===== src/verilog/retire_config.svh =====
`ifndef RETIRE_CONFIG_SVH
`define RETIRE_CONFIG_SVH

// Number of instructions that can retire in one cycle.
`define ISSUE_NUM 2

// The trace queue holds 2**QUEUE_DEPTH_LOG2 register writes.
`define QUEUE_DEPTH_LOG2 6

// Configuration register map.
// Bit 0 of CTRL enables tracing, bit 1 filters writes to register zero.
`define CFG_ADDR_CTRL 2'd0
// Reads the number of lost writes; any write clears it.
`define CFG_ADDR_DROPS 2'd1
// Reads the current queue occupancy.
`define CFG_ADDR_LEVEL 2'd2

`endif


===== src/verilog/retire_pkg.sv =====
`default_nettype none

`include "retire_config.svh"

package retire_pkg;

    // One data word or program counter.
    typedef logic [31:0] word_t;

    // Architectural register number.
    typedef logic [4:0] reg_addr_t;

    // Occupied queue entries, one bit wider than the pointers so a full queue fits.
    typedef logic [`QUEUE_DEPTH_LOG2:0] slot_count_t;

    // Saturating count of writes lost to a full queue.
    typedef logic [15:0] drop_count_t;

endpackage

`default_nettype wire


===== src/verilog/trace_config_regs.sv =====
`timescale 1ns/1ps
`default_nettype none

`include "retire_config.svh"

module trace_config_regs
    import retire_pkg::*;
    (
        input wire logic clk,
        input wire logic reset,
        input wire logic cfg_we,
        input wire logic [1:0] cfg_addr,
        input wire word_t cfg_wdata,
        output word_t cfg_rdata,
        input wire logic drop_strobe,
        input wire logic [1:0] drop_amount,
        input wire slot_count_t level,
        output logic trace_enable,
        output logic drop_zero
    );

    drop_count_t drop_count;
    logic [$bits(drop_count_t):0] drop_sum;   // One extra bit catches overflow.

    assign drop_sum = {1'b0, drop_count} + ($bits(drop_count_t) + 1)'(drop_amount);

    always_ff @(posedge clk, posedge reset)
    begin
        if (reset)
        begin
            trace_enable <= 1'b1;               // Tracing is on out of reset.
            drop_zero <= 1'b0;
        end
        else if (cfg_we && cfg_addr == `CFG_ADDR_CTRL)
        begin
            trace_enable <= cfg_wdata[0];
            drop_zero <= cfg_wdata[1];
        end
    end

    always_ff @(posedge clk, posedge reset)
    begin
        if (reset)
        begin
            drop_count <= '0;
        end
        else if (cfg_we && cfg_addr == `CFG_ADDR_DROPS)
        begin
            // A clear that meets a drop keeps the new loss.
            drop_count <= drop_strobe ? drop_count_t'(drop_amount) : '0;
        end
        else if (drop_strobe)
        begin
            if (drop_sum[$bits(drop_count_t)])
                drop_count <= '1;               // Saturate rather than wrap.
            else
                drop_count <= drop_sum[$bits(drop_count_t)-1:0];
        end
    end

    always_comb
    begin
        case (cfg_addr)
            `CFG_ADDR_CTRL:  cfg_rdata = {30'b0, drop_zero, trace_enable};
            `CFG_ADDR_DROPS: cfg_rdata = word_t'(drop_count);
            `CFG_ADDR_LEVEL: cfg_rdata = word_t'(level);
            default:         cfg_rdata = '0;
        endcase
    end

endmodule

`default_nettype wire


===== config.mk =====
export PLATFORM = sky130hd
export DESIGN_NAME = trace_config_regs
export DESIGN_NICKNAME = d
export VERILOG_FILES = /design/src/verilog/retire_pkg.sv /design/src/verilog/trace_config_regs.sv
export VERILOG_INCLUDE_DIRS = /design/src /design/src/verilog
export SDC_FILE = /design/constraint.sdc
export NUM_CORES = 1
export LEC_CHECK = 0
export CORE_ASPECT_RATIO = 0.75
export CORE_UTILIZATION = 40
export DETAILED_ROUTE_END_ITERATION = 8
export DONT_BUFFER_PORTS = 1
export PLACE_DENSITY = 0.64
export RECOVER_POWER = 100
export SYNTH_ARGS = -nofsm -noshare
export SYNTH_HDL_FRONTEND = slang
export SYNTH_SLANG_ARGS = --single-unit

===== constraint.sdc =====
create_clock -name clk -period 3 [get_ports clk]
set_input_delay 0.6 -clock clk [delete_from_list [all_inputs] [get_ports clk]]
set_output_delay 0.6 -clock clk [all_outputs]
set_load 0.02 [all_outputs]

# [After elaboration in Yosys (flattened, before gate mapping)]
# Index checks and enable logic that the tools add are counted.
[word_totals] output_inout_bits=34 word_cells=15 reg_bits=18 inputBits=47
[classes] n_mux=5 eq_ne=2 addsub=1 n_reduce_logical=4
[op_table] operator="two-way mux 16 bit" count=3
[op_table] operator="one-hot mux 16 bit (3 select lines)" count=1
[op_table] operator="adder 16 x 2 -> 17 bit" count=1
[op_table] operator="== test 2 x 1 -> 1 bit (second input constant)" count=1
[op_table] operator="== test 2 bit (second input constant)" count=1
[op_table] operator="logical AND 1 bit" count=2
[op_table] operator="logical NOT 2 bit" count=1
[op_table] operator="two-way mux 2 bit" count=1
[op_table] operator="nonzero test 2 bit" count=1

# [Depth between registers and ports, before layout]
[logic_depth] depth_word=4 depth_mapped=8 mapped_depth_nobuf=7

# [Least setup slack after synthesis]
# No wires, ideal clock.
[synth_path] path_type="input-to-reg" startpoint="input port drop_amount[0]" endpoint="register drop_count[6]" arrival_ns=2.326 path_slack_ns=0.594 setup_ns=0.080 t_required_ns=2.920 stages=8 n_path_buf=1 cell_sequence="ha_1 -> inv_1 -> fa_1 -> nand4b_1 -> or4_1 -> buf_2 -> and4_1 -> nor3_2"
[synth_via] elab_chain_len=4
[synth_rtl] element="from (decl)" line_no="trace_config_regs.sv:16" text="input wire logic [1:0] drop_amount,"
[synth_rtl] element="adder 16 x 2 -> 17 bit" line_no="trace_config_regs.sv:25" text="assign drop_sum = {1'b0, drop_count} + ($bits(drop_count_t) + 1)'(drop_amount);"
[synth_rtl] element="two-way mux 16 bit" line_no="trace_config_regs.sv:54" text="if (drop_sum[$bits(drop_count_t)])"
[synth_rtl] element="two-way mux 16 bit" line_no="trace_config_regs.sv:52" text="else if (drop_strobe)"
[synth_rtl] element="two-way mux 16 bit" line_no="trace_config_regs.sv:47" text="else if (cfg_we && cfg_addr == `CFG_ADDR_DROPS)"
[synth_rtl] element="to (signal assigned)" line_no="trace_config_regs.sv:50" text="drop_count <= drop_strobe ? drop_count_t'(drop_amount) : '0;"
[synth_rtl] element="to (signal assigned)" line_no="trace_config_regs.sv:57" text="drop_count <= drop_sum[$bits(drop_count_t)-1:0];"
[synth_rtl] element="to (decl)" line_no="trace_config_regs.sv:22" text="drop_count_t drop_count;"
# No other way between the ends. The select of a mux whose other input is x is not followed.
# A chain may end at the register's enable or synchronous reset.

# [Final worst setup path]
[layout_path] startpoint="register drop_count[0]" endpoint="register drop_count[5]"
[layout_via] elab_chain_len=4
[layout_rtl] element="adder 16 x 2 -> 17 bit" line_no="trace_config_regs.sv:25"
[layout_rtl] element="two-way mux 16 bit" line_no="trace_config_regs.sv:54"
[layout_rtl] element="two-way mux 16 bit" line_no="trace_config_regs.sv:52"
[layout_rtl] element="two-way mux 16 bit" line_no="trace_config_regs.sv:47"
# No other way between the ends. The select of a mux whose other input is x is not followed.

==> flow_summary.toml <==
[floorplan]
die_x_um = 69.0
ios = 81
core_um2 = 3060
start_util_pct = 44.0
rows = 17
die_h_um = 52.2
die-area_um2 = 3600

[timing]
rsz0062_at_grt = "false"
fmax_mhz = 395
worst_slew_pin_slew_ns = 0.752
relSlewSlack_pct = 49.8
period_share_pct = 84.5
skew_ns = 0.00280
setup_viol = 0
tns_ns = 0
slew_viol_final = 0
hold_viol = 0
min_period_ns = 2.53

[final_layout]
drive_above_1_share_pct = 7.28
layout_common_cells = "dfrtp_1 (17), conb_1 (16), o21ai_0 (10), nand2_1 (9)"
area_growth_pct = -0.558
n_antenna_cell = 0
layout_commonest_cell = "dfrtp_1"
nets = 202
fillers = 315
final_area_um2 = 1340

[synth]
yosys_warnings = 0
synth_ff_type = "dfrtp_1"
synthCells = 157
synth_seq_cells = 18
synth.distinct_cells = 42
seq_area_frac_synth_pct = 33.6
syn_area_um2 = 1350
async_flop_share_pct = 100
synth_area_per_cell_um2 = 8.58
synth_edf_count = 0

[critical_path]
crit_fanout = 8
r2r_setup_slack_ns = 0.47
worstReg2RegStart = "drop_count[0]"
start_kind = "flip-flop"
cpLargestDelayFamily = "simple AND/OR/NAND/NOR gates"
critical_path_class = "reg2reg"
regToRegEndpoint = "drop_count[5]"
crit_chain = "ha_1, inv_1, fa_1, nand4b_1, or4_1, and4_2, nor3_2"
slowest_stage = "or4_1"
end_kind = "flip-flop"
rr_worst_depth = 7
crit_required_ns = 3.19
crit_buf_inv = 1
cpPeakStageDelay_ns = 0.70
arrival_ns = 2.72

[clocking]
ctsHoldBuffers = 0
clk_pin_slew_ns = 0.07
cts_tree = "built"
ctsRootBufferMaster = "clkbuf_8"
htreeDepth = 1
cts-buffers-inserted = 3
post_cts_buffers = 0
cts_sinks = 18
clk_latency_ns = 0.26
cts_max_path_buffers = 2
ctsResizeCount = 0

[power]
leakage_nw = 0.588
powerDensity_nw_per_um2 = 484
irDropWorstVdd_uv = 199

[placement]
place.gp.congestion = 0.857
numPortBuffers = 0
hpwlAfterDp_mm = 2.36
placed_area_um2 = 1290

[grt]
grt_pass1_wl_mm = 5.31
gr-total-overflow = 0
grt_usage_pct = 20.7
first_global_vias = 1044
grt_max_degree = 19
antenna_found_initial = 0

[detailed_routing]
wl_met2_mm = 1.41
final_antenna_net_count = 0
met1_length_mm = 1.63
vias = 1106
wl_per_cell_um = 17.3
highest_layer = "met4"
routed_wl_mm = 3.26
initialDrtViolationCount = 96
drc = 0
wl_met3_um = 196
firstDrtPassIters = 4
vias_per_cell = 5.85

[run_status]
outcome = "finished, final reports clean"

[job]
cap_violations = 0

[min_path]
holdCritPathClass = "in2async"
-- worst max path at each step --
stage                         startpoint            end  cells after the start
after CTS                  drop_count[0]  drop_count[6]                      7
after global placement    drop_amount[0]  drop_count[6]                      7
after detailed placement  drop_amount[0]  drop_count[6]                      7
final                      drop_count[0]  drop_count[5]                      7
after global routing       drop_count[0]  drop_count[5]                      7
after floorplan           drop_amount[0]  drop_count[6]                      8
-- power by group --
part           leakage (nW)  switching, mW  internal, mW
combinational         0.319         0.0850        0.0468
clock                0.0288         0.0884         0.117
sequential            0.239         0.0434         0.268
-- routing by layer --
metal,GRT usage [%],vias to the layer above
li1,-,522
met2,28.8,39
met4,6.80,0
met1,30.4,541
met3,5.43,4
met5,0,-
-- final cells by class --
cell class                      instances  area, µm²  area share, %
Timing Repair Buffer                    1       3.75          0.280
Tap cell                               38       47.5           3.55
Inverter                                7       26.3           1.96
Clock buffer                            4       55.1           4.11
Sequential cell                        18        452           33.7
Multi-Input combinational cell        121        754           56.4
-- flip-flops by register name, summed over array words and instances (netlist names) --
name	count
drop_count	16
drop_zero	1
trace_enable	1
-- worst reg2reg max path: stages (launching register included) --
cell      delay, ns
dfrtp_1        0.38
ha_1           0.17
inv_1          0.05
fa_1           0.40
nand4b_1       0.28
or4_1          0.70
and4_2         0.32
nor3_2         0.15
-- synthesized netlist by cell type (2+ instances only) --
| master | count | area (µm²) |
|---|---|---|
| buf_4 | 16 | 120 |
| dfrtp_1 | 17 | 425 |
| mux2_2 | 2 | 22.5 |
| or4_1 | 2 | 15.0 |
| nand2_1 | 9 | 33.8 |
| nor3_2 | 2 | 20.0 |
| nor4_1 | 3 | 18.8 |
| nand4_1 | 3 | 18.8 |
| mux2i_1 | 4 | 40.0 |
| nand3_1 | 8 | 40.0 |
| nand4b_1 | 2 | 17.5 |
| and3_1 | 2 | 12.5 |
| nor3_1 | 6 | 30.0 |
| inv_1 | 7 | 26.3 |
| a22o_1 | 5 | 43.8 |
| a31oi_1 | 7 | 43.8 |
| and2_1 | 8 | 50.1 |
| clkbuf_2 | 2 | 10.0 |
| nor2_1 | 7 | 26.3 |
| a21oi_1 | 3 | 15.0 |
| nor2b_1 | 5 | 31.3 |
| buf_2 | 3 | 15.0 |
| clkbuf_1 | 5 | 18.8 |
| o21ai_0 | 10 | 50.1 |
| ha_1 | 2 | 25.0 |
-- kinds of logic (layout without fill, tap and decap cells) --
family                   Yosys count  count (layout)  synth area share, %
AND/OR/NAND/NOR                   64              64                 28.1
AO/OA/AOI/OAI                     32              32                 16.0
buffers and inverters             33              12                 14.1
adder cells (fa/ha/maj)            3               3                 3.35
other                              1              16                0.279
flip-flops                        18              18                 33.6
multiplexers                       6               6                 4.65
-- metrics by stage --
step	hold slack [ns]	setup slack, ns	instances	power (mW)	util [%]
finish	0.352	0.466	189	0.648	43.7
floorplan	0.475	0.594	172	0.442	-
global route	0.399	0.316	189	0.686	43.7
global placement	0.500	0.378	185	0.442	42.2
CTS	0.380	0.499	189	0.656	44.0
detailed placement	0.535	0.303	185	0.447	42.2
Power figures use the tool's default switching activity.
