`src/verilog/retire_config.svh`:
```
`ifndef RETIRE_CONFIG_SVH
`define RETIRE_CONFIG_SVH

// Number of instructions that can retire in one cycle.
`define ISSUE_NUM 2

// The trace queue holds 2**QUEUE_DEPTH_LOG2 register writes.
`define QUEUE_DEPTH_LOG2 6

// Configuration register map.
// Bit 0 of CTRL enables tracing, bit 1 filters writes to register zero.
`define CFG_ADDR_CTRL 2'd0
// Reads the number of lost writes; any write clears it.
`define CFG_ADDR_DROPS 2'd1
// Reads the current queue occupancy.
`define CFG_ADDR_LEVEL 2'd2

`endif

```
`src/verilog/retire_pkg.sv`:
```
`default_nettype none

`include "retire_config.svh"

package retire_pkg;

    // One data word or program counter.
    typedef logic [31:0] word_t;

    // Architectural register number.
    typedef logic [4:0] reg_addr_t;

    // Occupied queue entries, one bit wider than the pointers so a full queue fits.
    typedef logic [`QUEUE_DEPTH_LOG2:0] slot_count_t;

    // Saturating count of writes lost to a full queue.
    typedef logic [15:0] drop_count_t;

endpackage

`default_nettype wire

```
`src/verilog/retire_if.sv`:
```
`timescale 1ns/1ps
`default_nettype none

`include "retire_config.svh"

// Two retire slots after filtering.
// Slot 1 always holds the older write; slot 0 is only valid alongside slot 1.
interface retire_if
    import retire_pkg::*;
    ();

    logic [`ISSUE_NUM-1:0] wen;     // One-cycle strobe per slot.
    reg_addr_t [`ISSUE_NUM-1:0] addr;
    word_t [`ISSUE_NUM-1:0] data;
    word_t [`ISSUE_NUM-1:0] pc;

    modport source
    (
        output wen,
        output addr,
        output data,
        output pc
    );

    modport sink
    (
        input wen,
        input addr,
        input data,
        input pc
    );

endinterface

`default_nettype wire

```
`src/verilog/retire_compactor.sv`:
```
`timescale 1ns/1ps
`default_nettype none

`include "retire_config.svh"

module retire_compactor
    import retire_pkg::*;
    (
        input wire logic clk,
        input wire logic reset,
        input wire logic [`ISSUE_NUM-1:0] rf_wen,
        input wire reg_addr_t [`ISSUE_NUM-1:0] rf_addr,
        input wire word_t [`ISSUE_NUM-1:0] rf_data,
        input wire word_t [`ISSUE_NUM-1:0] rt_pc,
        input wire logic trace_enable,
        input wire logic drop_zero,
        retire_if.source slots
    );

    logic [`ISSUE_NUM-1:0] keep;
    logic older_idx;

    // A write is traced only when enabled, and register zero may be filtered.
    always_comb
    begin
        for (int i = 0; i < `ISSUE_NUM; i++)
        begin
            keep[i] = rf_wen[i] && trace_enable && (!drop_zero || rf_addr[i] != '0);
        end
    end

    // Slot 1 is the older instruction, so it leads whenever it survives.
    // Otherwise the lone slot 0 write moves up into slot 1.
    assign older_idx = keep[1];

    always_ff @(posedge clk, posedge reset)
    begin
        if (reset)
        begin
            slots.wen <= '0;
        end
        else
        begin
            slots.wen[1] <= keep[1] | keep[0];
            slots.wen[0] <= keep[1] & keep[0];
        end
    end

    always_ff @(posedge clk)
    begin
        slots.addr[1] <= rf_addr[older_idx];
        slots.data[1] <= rf_data[older_idx];
        slots.pc[1] <= rt_pc[older_idx];

        // Slot 0 only ever carries the younger write of a pair.
        slots.addr[0] <= rf_addr[0];
        slots.data[0] <= rf_data[0];
        slots.pc[0] <= rt_pc[0];
    end

endmodule

`default_nettype wire

```
`src/flat_wrapper.sv`:
```
// flat-port wrapper written by rule: the top's interface ports become plain ports
module retire_compactor_flat import retire_pkg::*;
  (clk, reset, rf_wen, rf_addr, rf_data, rt_pc, trace_enable, drop_zero, slots_wen, slots_addr, slots_data, slots_pc);
  retire_if slots_i ();
  input wire logic clk;
  input wire logic reset;
  input wire logic [`ISSUE_NUM-1:0] rf_wen;
  input wire reg_addr_t [`ISSUE_NUM-1:0] rf_addr;
  input wire word_t [`ISSUE_NUM-1:0] rf_data;
  input wire word_t [`ISSUE_NUM-1:0] rt_pc;
  input wire logic trace_enable;
  input wire logic drop_zero;
  output wire logic [$bits(slots_i.wen)-1:0] slots_wen;
  output wire logic [$bits(slots_i.addr)-1:0] slots_addr;
  output wire logic [$bits(slots_i.data)-1:0] slots_data;
  output wire logic [$bits(slots_i.pc)-1:0] slots_pc;
  assign slots_wen = slots_i.wen;
  assign slots_addr = slots_i.addr;
  assign slots_data = slots_i.data;
  assign slots_pc = slots_i.pc;
  retire_compactor u_core (.clk(clk), .reset(reset), .rf_wen(rf_wen), .rf_addr(rf_addr), .rf_data(rf_data), .rt_pc(rt_pc), .trace_enable(trace_enable), .drop_zero(drop_zero), .slots(slots_i));
endmodule
```
`config.mk`:
```
export PLATFORM = sky130hd
export DESIGN_NAME = retire_compactor_flat
export DESIGN_NICKNAME = d
export VERILOG_FILES = /design/src/verilog/retire_pkg.sv /design/src/verilog/retire_if.sv /design/src/verilog/retire_compactor.sv /design/src/flat_wrapper.sv
export VERILOG_INCLUDE_DIRS = /design/src /design/src/verilog
export SDC_FILE = /design/constraint.sdc
export NUM_CORES = 1
export LEC_CHECK = 0
export BUFFER_PORTS_ARGS = -buffer_cell sky130_fd_sc_hd__buf_2
export CAP_MARGIN = 20
export CORE_AREA = 2 2 109 111
export CTS_CLUSTER_SIZE = 10
export DETAILED_ROUTE_END_ITERATION = 10
export DIE_AREA = 0 0 111 113
export PLACE_DENSITY = 0.74
export SYNTH_ARGS = -nofsm -noshare
export SYNTH_HDL_FRONTEND = slang
export SYNTH_SLANG_ARGS = --single-unit
```
`constraint.sdc`:
```
create_clock -name clk -period 1.13 [get_ports clk]
set_clock_uncertainty 0.05 [all_clocks]
set_input_delay 0.0565 -clock clk [delete_from_list [all_inputs] [get_ports clk]]
set_output_delay 0.0565 -clock clk [all_outputs]
set_load 0.01 [all_outputs]
```
==> results of run 1 <==
## cell families after synthesis
family	count (synthesis)	share of synthesized area [%]
compound gates	9	2.252
mux	64	19.36
flops	140	75.56
simple gates	5	1.008
buf+inv	9	1.815
## per-stage QoR
step | area, µm² | util [%] | setup TNS [ns] | hold slack (ns) | setup WS, ns
2_1_floorplan | 3722 | - | -31.29 | -0.2523 | -0.5380
3_3_place_gp | 5339 | 47.36 | -45.43 | -0.1430 | -0.6895
3_5_place_dp | 5339 | 47.36 | -47.51 | -0.1363 | -0.7223
## Yosys cell counts (all sizes together)
master	count
or4b	2
o21ai	2
dfxtp	138
and2	1
clkbuf	1
buf	7
nor2	1
o311ai	1
inv	1
a22o	5
o31ai	1
dfrtp	2
nand2	1
mux2	64
==> impl_results.html, run 1 <==
<table>
<tr><th>Metric</th><th>Value</th></tr>
<tr><th colspan="2">Yosys</th></tr>
<tr><td>Number of standard cells after synthesis</td><td>227</td></tr>
<tr><td>Warning count from the yosys run</td><td>0</td></tr>
<tr><td>Synthesized flop and latch total</td><td>140</td></tr>
<tr><td>Avg Inst Size Synth</td><td>16.40 µm²</td></tr>
<tr><td>Share of the synthesized area in the top cell type</td><td>74.22%</td></tr>
<tr><td>Biggest area consumer among synthesized cells</td><td>dfxtp_1</td></tr>
<tr><td>Fraction of the yosys area taken by sequential cells</td><td>75.56%</td></tr>
<tr><td>Biggest area contributors in the synthesized netlist</td><td>dfxtp_1 (74%), mux2_2 (18%), mux2_1 (1.5%)</td></tr>
<tr><td>Net count after synthesis</td><td>371</td></tr>
<tr><td>Synthesized area</td><td>3722 µm²</td></tr>
<tr><td>Number of distinct library cells after synthesis</td><td>17</td></tr>
<tr><th colspan="2">Floorplan</th></tr>
<tr><td>Top-level port count</td><td>284</td></tr>
<tr><td>X dimension of the die</td><td>111 µm</td></tr>
<tr><td>Number of placement rows</td><td>39</td></tr>
<tr><td>Vert. Die Dim</td><td>113 µm</td></tr>
<tr><td>Initial standard-cell utilization of the core</td><td>33.02%</td></tr>
<tr><th colspan="2">Place</th></tr>
<tr><td>Post-detailed-placement half-perimeter wirelength</td><td>7.736 mm</td></tr>
<tr><td>Cell count after placement</td><td>653</td></tr>
<tr><td>Port buffer count</td><td>283</td></tr>
<tr><td>Final weighted congestion in routability-driven placement</td><td>0.7798</td></tr>
<tr><th colspan="2">Outcome</th></tr>
<tr><td>Stage reached</td><td>clock tree synthesis</td></tr>
<tr><td>Status</td><td>did not finish</td></tr>
<tr><td>Halt Reason</td><td>[ERROR RSZ-0060] Max buffer count reached.</td></tr>
<tr><th colspan="2">Clock tree</th></tr>
<tr><td>Clock Sink Count</td><td>140</td></tr>
<tr><td>Post-cts hold buffer count</td><td>139</td></tr>
<tr><td>Number of clock buffers inserted by TritonCTS</td><td>17</td></tr>
<tr><td># resized after CTS</td><td>18</td></tr>
<tr><td>Root buf cell</td><td>clkbuf_16</td></tr>
<tr><td>Max Root-Sink Buffers</td><td>2</td></tr>
<tr><td>H-tree levels</td><td>4</td></tr>
<tr><td>Buffer count from post-CTS setup fixing</td><td>3</td></tr>
</table>
==> inputs of run 2 (changes only) <==
--- a/config.mk
+++ b/config.mk
@@ -8,11 +8,10 @@
 export LEC_CHECK = 0
 export BUFFER_PORTS_ARGS = -buffer_cell sky130_fd_sc_hd__buf_2
 export CAP_MARGIN = 20
-export CORE_AREA = 2 2 109 111
-export CTS_CLUSTER_SIZE = 10
+export CORE_MARGIN = 2
+export CORE_UTILIZATION = 30
 export DETAILED_ROUTE_END_ITERATION = 10
-export DIE_AREA = 0 0 111 113
-export PLACE_DENSITY = 0.74
+export PLACE_DENSITY_LB_ADDON = 0.15
 export SYNTH_ARGS = -nofsm -noshare
 export SYNTH_HDL_FRONTEND = slang
 export SYNTH_SLANG_ARGS = --single-unit
==> run 2 against run 1 <==
The flow now finishes, with violations (negative setup slack). Synthesized cell count unchanged. Synthesized area unchanged.
==> impl_results.html, run 2 <==
<table>
<tr><th>Metric</th><th>Value</th></tr>
<tr><th colspan="2">Drt</th></tr>
<tr><td>Routed len/inst</td><td>14.09 µm</td></tr>
<tr><td>DR vias/cell</td><td>4.017</td></tr>
<tr><td>Number of DRC markers after the initial detailed-route iteration</td><td>108</td></tr>
<tr><td>Post-Route WL</td><td>12.13 mm</td></tr>
<tr><td>DR DRC count</td><td>0</td></tr>
<tr><td>Overall via count from detail_route</td><td>3,459</td></tr>
<tr><td>Number of nets still failing antenna checks after routing</td><td>0</td></tr>
<tr><td>Number of detailed-route iterations in the first pass</td><td>4</td></tr>
<tr><th colspan="2">Setup path</th></tr>
<tr><td>Endpoint kind of the worst setup timing path</td><td>register</td></tr>
<tr><td>Kind of critical path</td><td>in -&gt; reg</td></tr>
<tr><td>Cell at the slowest stage of the critical path</td><td>or4b_4</td></tr>
<tr><td>Required time of the worst setup path</td><td>1.37 ns</td></tr>
<tr><td>Delay contributed by the slowest stage of the critical path</td><td>0.55 ns</td></tr>
<tr><td>Worst path cell trace</td><td>buf_6 &gt; or4b_4 &gt; o31ai_4 &gt; buf_4 &gt; buf_8 &gt; buf_16 &gt; mux2_4</td></tr>
<tr><td>CP startpoint kind</td><td>input pin</td></tr>
<tr><td>Data arrival time at the worst-slack endpoint</td><td>1.66 ns</td></tr>
<tr><td>Worst-path maximum fanout</td><td>8</td></tr>
<tr><th colspan="2">Place</th></tr>
<tr><td>Placed cell area</td><td>5378 µm² (was 5339 µm²)</td></tr>
<tr><td>Cell count after placement</td><td>679 (was 653)</td></tr>
<tr><td>Port buffer count</td><td>283 (unchanged)</td></tr>
<tr><td>Post-detailed-placement half-perimeter wirelength</td><td>7.560 mm (was 7.736 mm)</td></tr>
<tr><td>Final weighted congestion in routability-driven placement</td><td>0.7057 (was 0.7798)</td></tr>
<tr><th colspan="2">Pwr</th></tr>
<tr><td>Sw Ratio</td><td>20.89%</td></tr>
<tr><td>Fraction of power consumed by sequential logic</td><td>42.5%</td></tr>
<tr><td>Static Leakage</td><td>0.003730 µW</td></tr>
<tr><td>Psw</td><td>2630 µW</td></tr>
<tr><td>Clock network fraction of total power</td><td>44.5%</td></tr>
<tr><td>IR drop worst, VDD</td><td>0.001233 V</td></tr>
<tr><td>Share of total power in combinational logic</td><td>13.0%</td></tr>
<tr><td>Internal power contribution</td><td>9960 µW</td></tr>
<tr><td>Power per standard cell area</td><td>1648 nW/µm²</td></tr>
<tr><th colspan="2">Cells and area</th></tr>
<tr><td>Count of placed standard cells in the final layout, fillers left out</td><td>861</td></tr>
<tr><td>Layout fillers</td><td>924</td></tr>
<tr><td>Antenna diode count</td><td>0</td></tr>
<tr><td>Most common library cell in the layout ignoring fill and taps</td><td>buf_2</td></tr>
<tr><td>Fraction of layout instances using a drive strength above 1</td><td>56.42%</td></tr>
<tr><td>Area delta synth-&gt;final</td><td>105.2%</td></tr>
<tr><td>NumNets Final</td><td>825</td></tr>
<tr><td>Largest registers in the final layout</td><td>u_core.slots.data x64, u_core.slots.pc x64, u_core.slots.addr x10</td></tr>
<tr><td>Final Instance Area</td><td>7640 µm²</td></tr>
<tr><td>Most frequent cells in the layout</td><td>buf_2 (281), dlygate4sd3_1 (142), dfxtp_1 (138)</td></tr>
<tr><th colspan="2">Timing</th></tr>
<tr><td>Worst path setup slack after routing</td><td>-0.2836 ns</td></tr>
<tr><td>Minimum hold slack</td><td>0.006745 ns</td></tr>
<tr><td>Unrepaired setup endpoints after global routing</td><td>true</td></tr>
<tr><td>Post-layout min period</td><td>1.414 ns</td></tr>
<tr><td>Post-route clock period utilization</td><td>125.1%</td></tr>
<tr><td>Highest clock rate</td><td>707.4 MHz</td></tr>
<tr><td>Total setup violations reported at the end of the flow</td><td>65</td></tr>
<tr><td>Hold violation total from the final report</td><td>0</td></tr>
<tr><td>Slew at the pin closest to its max-slew limit</td><td>0.3220 ns</td></tr>
<tr><td>Max Transition Viols Final</td><td>0</td></tr>
<tr><td>Worst-case headroom to the max-slew limit</td><td>78.19%</td></tr>
<tr><th colspan="2">Yosys</th></tr>
<tr><td>Fraction of the yosys area taken by sequential cells</td><td>75.56% (unchanged)</td></tr>
<tr><td>Synthesized flop and latch total</td><td>140 (unchanged)</td></tr>
<tr><td>Number of flops mapped to enable cells by yosys</td><td>0 (unchanged)</td></tr>
<tr><td>Number of standard cells after synthesis</td><td>227 (unchanged)</td></tr>
<tr><td>Cell types with the highest counts after synthesis</td><td>dfxtp_1 (138), mux2_2 (59), a22o_1 (5), buf_4 (5), mux2_1 (5) (unchanged)</td></tr>
<tr><td>Biggest area contributors in the synthesized netlist</td><td>dfxtp_1 (74%), mux2_2 (18%), mux2_1 (1.5%) (unchanged)</td></tr>
<tr><td>Warning count from the yosys run</td><td>0 (unchanged)</td></tr>
<tr><td>Share of async-settable or async-resettable flops after synthesis</td><td>1.429% (unchanged)</td></tr>
<tr><td>Number of distinct library cells after synthesis</td><td>17 (unchanged)</td></tr>
<tr><td>Cell with the most instances after synthesis</td><td>dfxtp_1 (unchanged)</td></tr>
<tr><td>Biggest area consumer among synthesized cells</td><td>dfxtp_1 (unchanged)</td></tr>
<tr><td>Synthesized area</td><td>3722 µm² (unchanged)</td></tr>
<tr><td>Most used DFF post-synth</td><td>dfxtp_1 (unchanged)</td></tr>
<tr><td>Share of the synthesized area in the top cell type</td><td>74.22% (unchanged)</td></tr>
<tr><td>Net count after synthesis</td><td>371 (unchanged)</td></tr>
<tr><td>Avg Inst Size Synth</td><td>16.40 µm² (unchanged)</td></tr>
<tr><th colspan="2">Clock tree</th></tr>
<tr><td>CTS tree</td><td>yes</td></tr>
<tr><td>Clock Sink Count</td><td>140 (unchanged)</td></tr>
<tr><td>Number of clock buffers inserted by TritonCTS</td><td>17 (unchanged)</td></tr>
<tr><td>Root buf cell</td><td>clkbuf_16 (unchanged)</td></tr>
<tr><td>H-tree levels</td><td>4 (unchanged)</td></tr>
<tr><td>Max Root-Sink Buffers</td><td>2 (unchanged)</td></tr>
<tr><td>Clk pin slew, worst setup/hold paths</td><td>0.05 ns</td></tr>
<tr><th colspan="2">GRT</th></tr>
<tr><td>GR Layer Usage met1</td><td>17.49%</td></tr>
<tr><td>Number of antenna violations at the first check in global routing</td><td>1</td></tr>
<tr><td>Wire length of the first global-routing pass</td><td>17.68 mm</td></tr>
<tr><td>Most used routing layer in global routing</td><td>met2</td></tr>
<tr><td>Number of global-route vias before repair</td><td>3,712</td></tr>
<tr><td>Met2 track demand over resource in global routing</td><td>30.45%</td></tr>
<tr><td>Total congestion overflow after global routing</td><td>0</td></tr>
<tr><td>M3 GR Usage</td><td>8.645%</td></tr>
<tr><td>Largest net degree at the start of global routing</td><td>37</td></tr>
<tr><td>GRT Total Usage</td><td>17.71%</td></tr>
<tr><th colspan="2">Floorplan</th></tr>
<tr><td>Top-level port count</td><td>284 (unchanged)</td></tr>
<tr><td>Core region area</td><td>12,060 µm²</td></tr>
<tr><td>Die area</td><td>13,310 µm²</td></tr>
<tr><td>Initial standard-cell utilization of the core</td><td>30.86% (was 33.02%)</td></tr>
<tr><td>X dimension of the die</td><td>115.4 µm (was 111 µm)</td></tr>
<tr><td>Number of placement rows</td><td>40 (was 39)</td></tr>
<tr><td>Vert. Die Dim</td><td>115.4 µm (was 113 µm)</td></tr>
<tr><th colspan="2">Outcome</th></tr>
<tr><td>Failing checks</td><td>negative setup slack</td></tr>
<tr><td>Status</td><td>finished, violations left (was did not finish)</td></tr>
<tr><th colspan="2">Hold path</th></tr>
<tr><td>Hold/Removal Path Class</td><td>in -&gt; reg</td></tr>
<tr><td>Hold Path Depth</td><td>4</td></tr>
<tr><td>Hold Path End</td><td>u_core.slots.wen[1]</td></tr>
<tr><td>Worst Min Path Start</td><td>rf_addr[2]</td></tr>
<tr><th colspan="2">Job</th></tr>
<tr><td>Max-capacitance violation count</td><td>0</td></tr>
</table>
[run 2: timing repair]
item	CTS	global route
buffers inserted	5	0
endpoints found under the hold margin	142	0
setup endpoints to repair	66	67
hold buffers	142	0
gates cloned	3	1
gates resized for setup	24	2
[run 2: power by group through the flow]
stage	Combinational, µW	Clock (µW)	Sequential (µW)
CTS	1610	5740	5350
detailed placement	1130	0	5450
finish	1630	5600	5350
floorplan	267	0	5640
global route	1750	5980	5380
global placement	1110	0	5450
[run 2: critical path: cells and delay by family]
family | cells | cell delay, ns
buffers and inverters | 4 | 0.53
multiplexers | 1 | 0.30
AND/OR/NAND/NOR | 1 | 0.55
AO/OA/AOI/OAI | 1 | 0.22
[run 2: metal layers]
| metal | vias up | share of wire (%) |
|---|---|---|
| li1 | 1683 | - |
| met1 | 1559 | 37 |
| met2 | 190 | 50 |
| met3 | 25 | 11 |
| met4 | 2 | 2.3 |
| met5 | - | 0.066 |
[run 2: how the worst max path moves through the flow]
stage	start	to	cells past startpoint
detailed placement	rf_addr[9]	u_core.slots.data[63]	5
global route	rf_addr[9]	u_core.slots.pc[51]	7
CTS	rf_addr[9]	u_core.slots.data[57]	6
global placement	rf_addr[9]	u_core.slots.pc[42]	5
floorplan	rf_addr[9]	u_core.slots.data[58]	5
finish	rf_addr[9]	u_core.slots.data[41]	7
[run 2: layout make-up]
cell class,count,area [µm²],share of cell area [%]
Timing Repair Buffer,443,3103,40.62
Sequential cell,140,2813,36.82
Multi-Input combinational cell,78,905.9,11.86
Clock buffer,24,491.7,6.436
Tap cell,168,210.2,2.751
Clock inverter,7,112.6,1.474
Inverter,1,3.754,0.04913
[run 2: cell families (layout without fill, tap and decap cells)]
group	after synthesis	count (layout)	synth area share, %
buf+inv	9	475	1.815
compound gates	9	9	2.252
flops	140	140	75.56
mux	64	64	19.36
simple gates	5	5	1.008
[run 2: per-stage QoR]
stage	utilization [%]	setup slack (ns)	setup TNS (ns)	total power, µW
global route	63.34	-0.3137	-17.79	13110
global placement	44.59	-0.6945	-45.69	6560
detailed placement	44.59	-0.7257	-47.50	6580
finish	63.34	-0.2836	-16.12	12590
floorplan	-	-0.5380	-31.29	5911
CTS	63.07	-0.2675	-14.61	12710
Power figures use the tool's default switching activity.
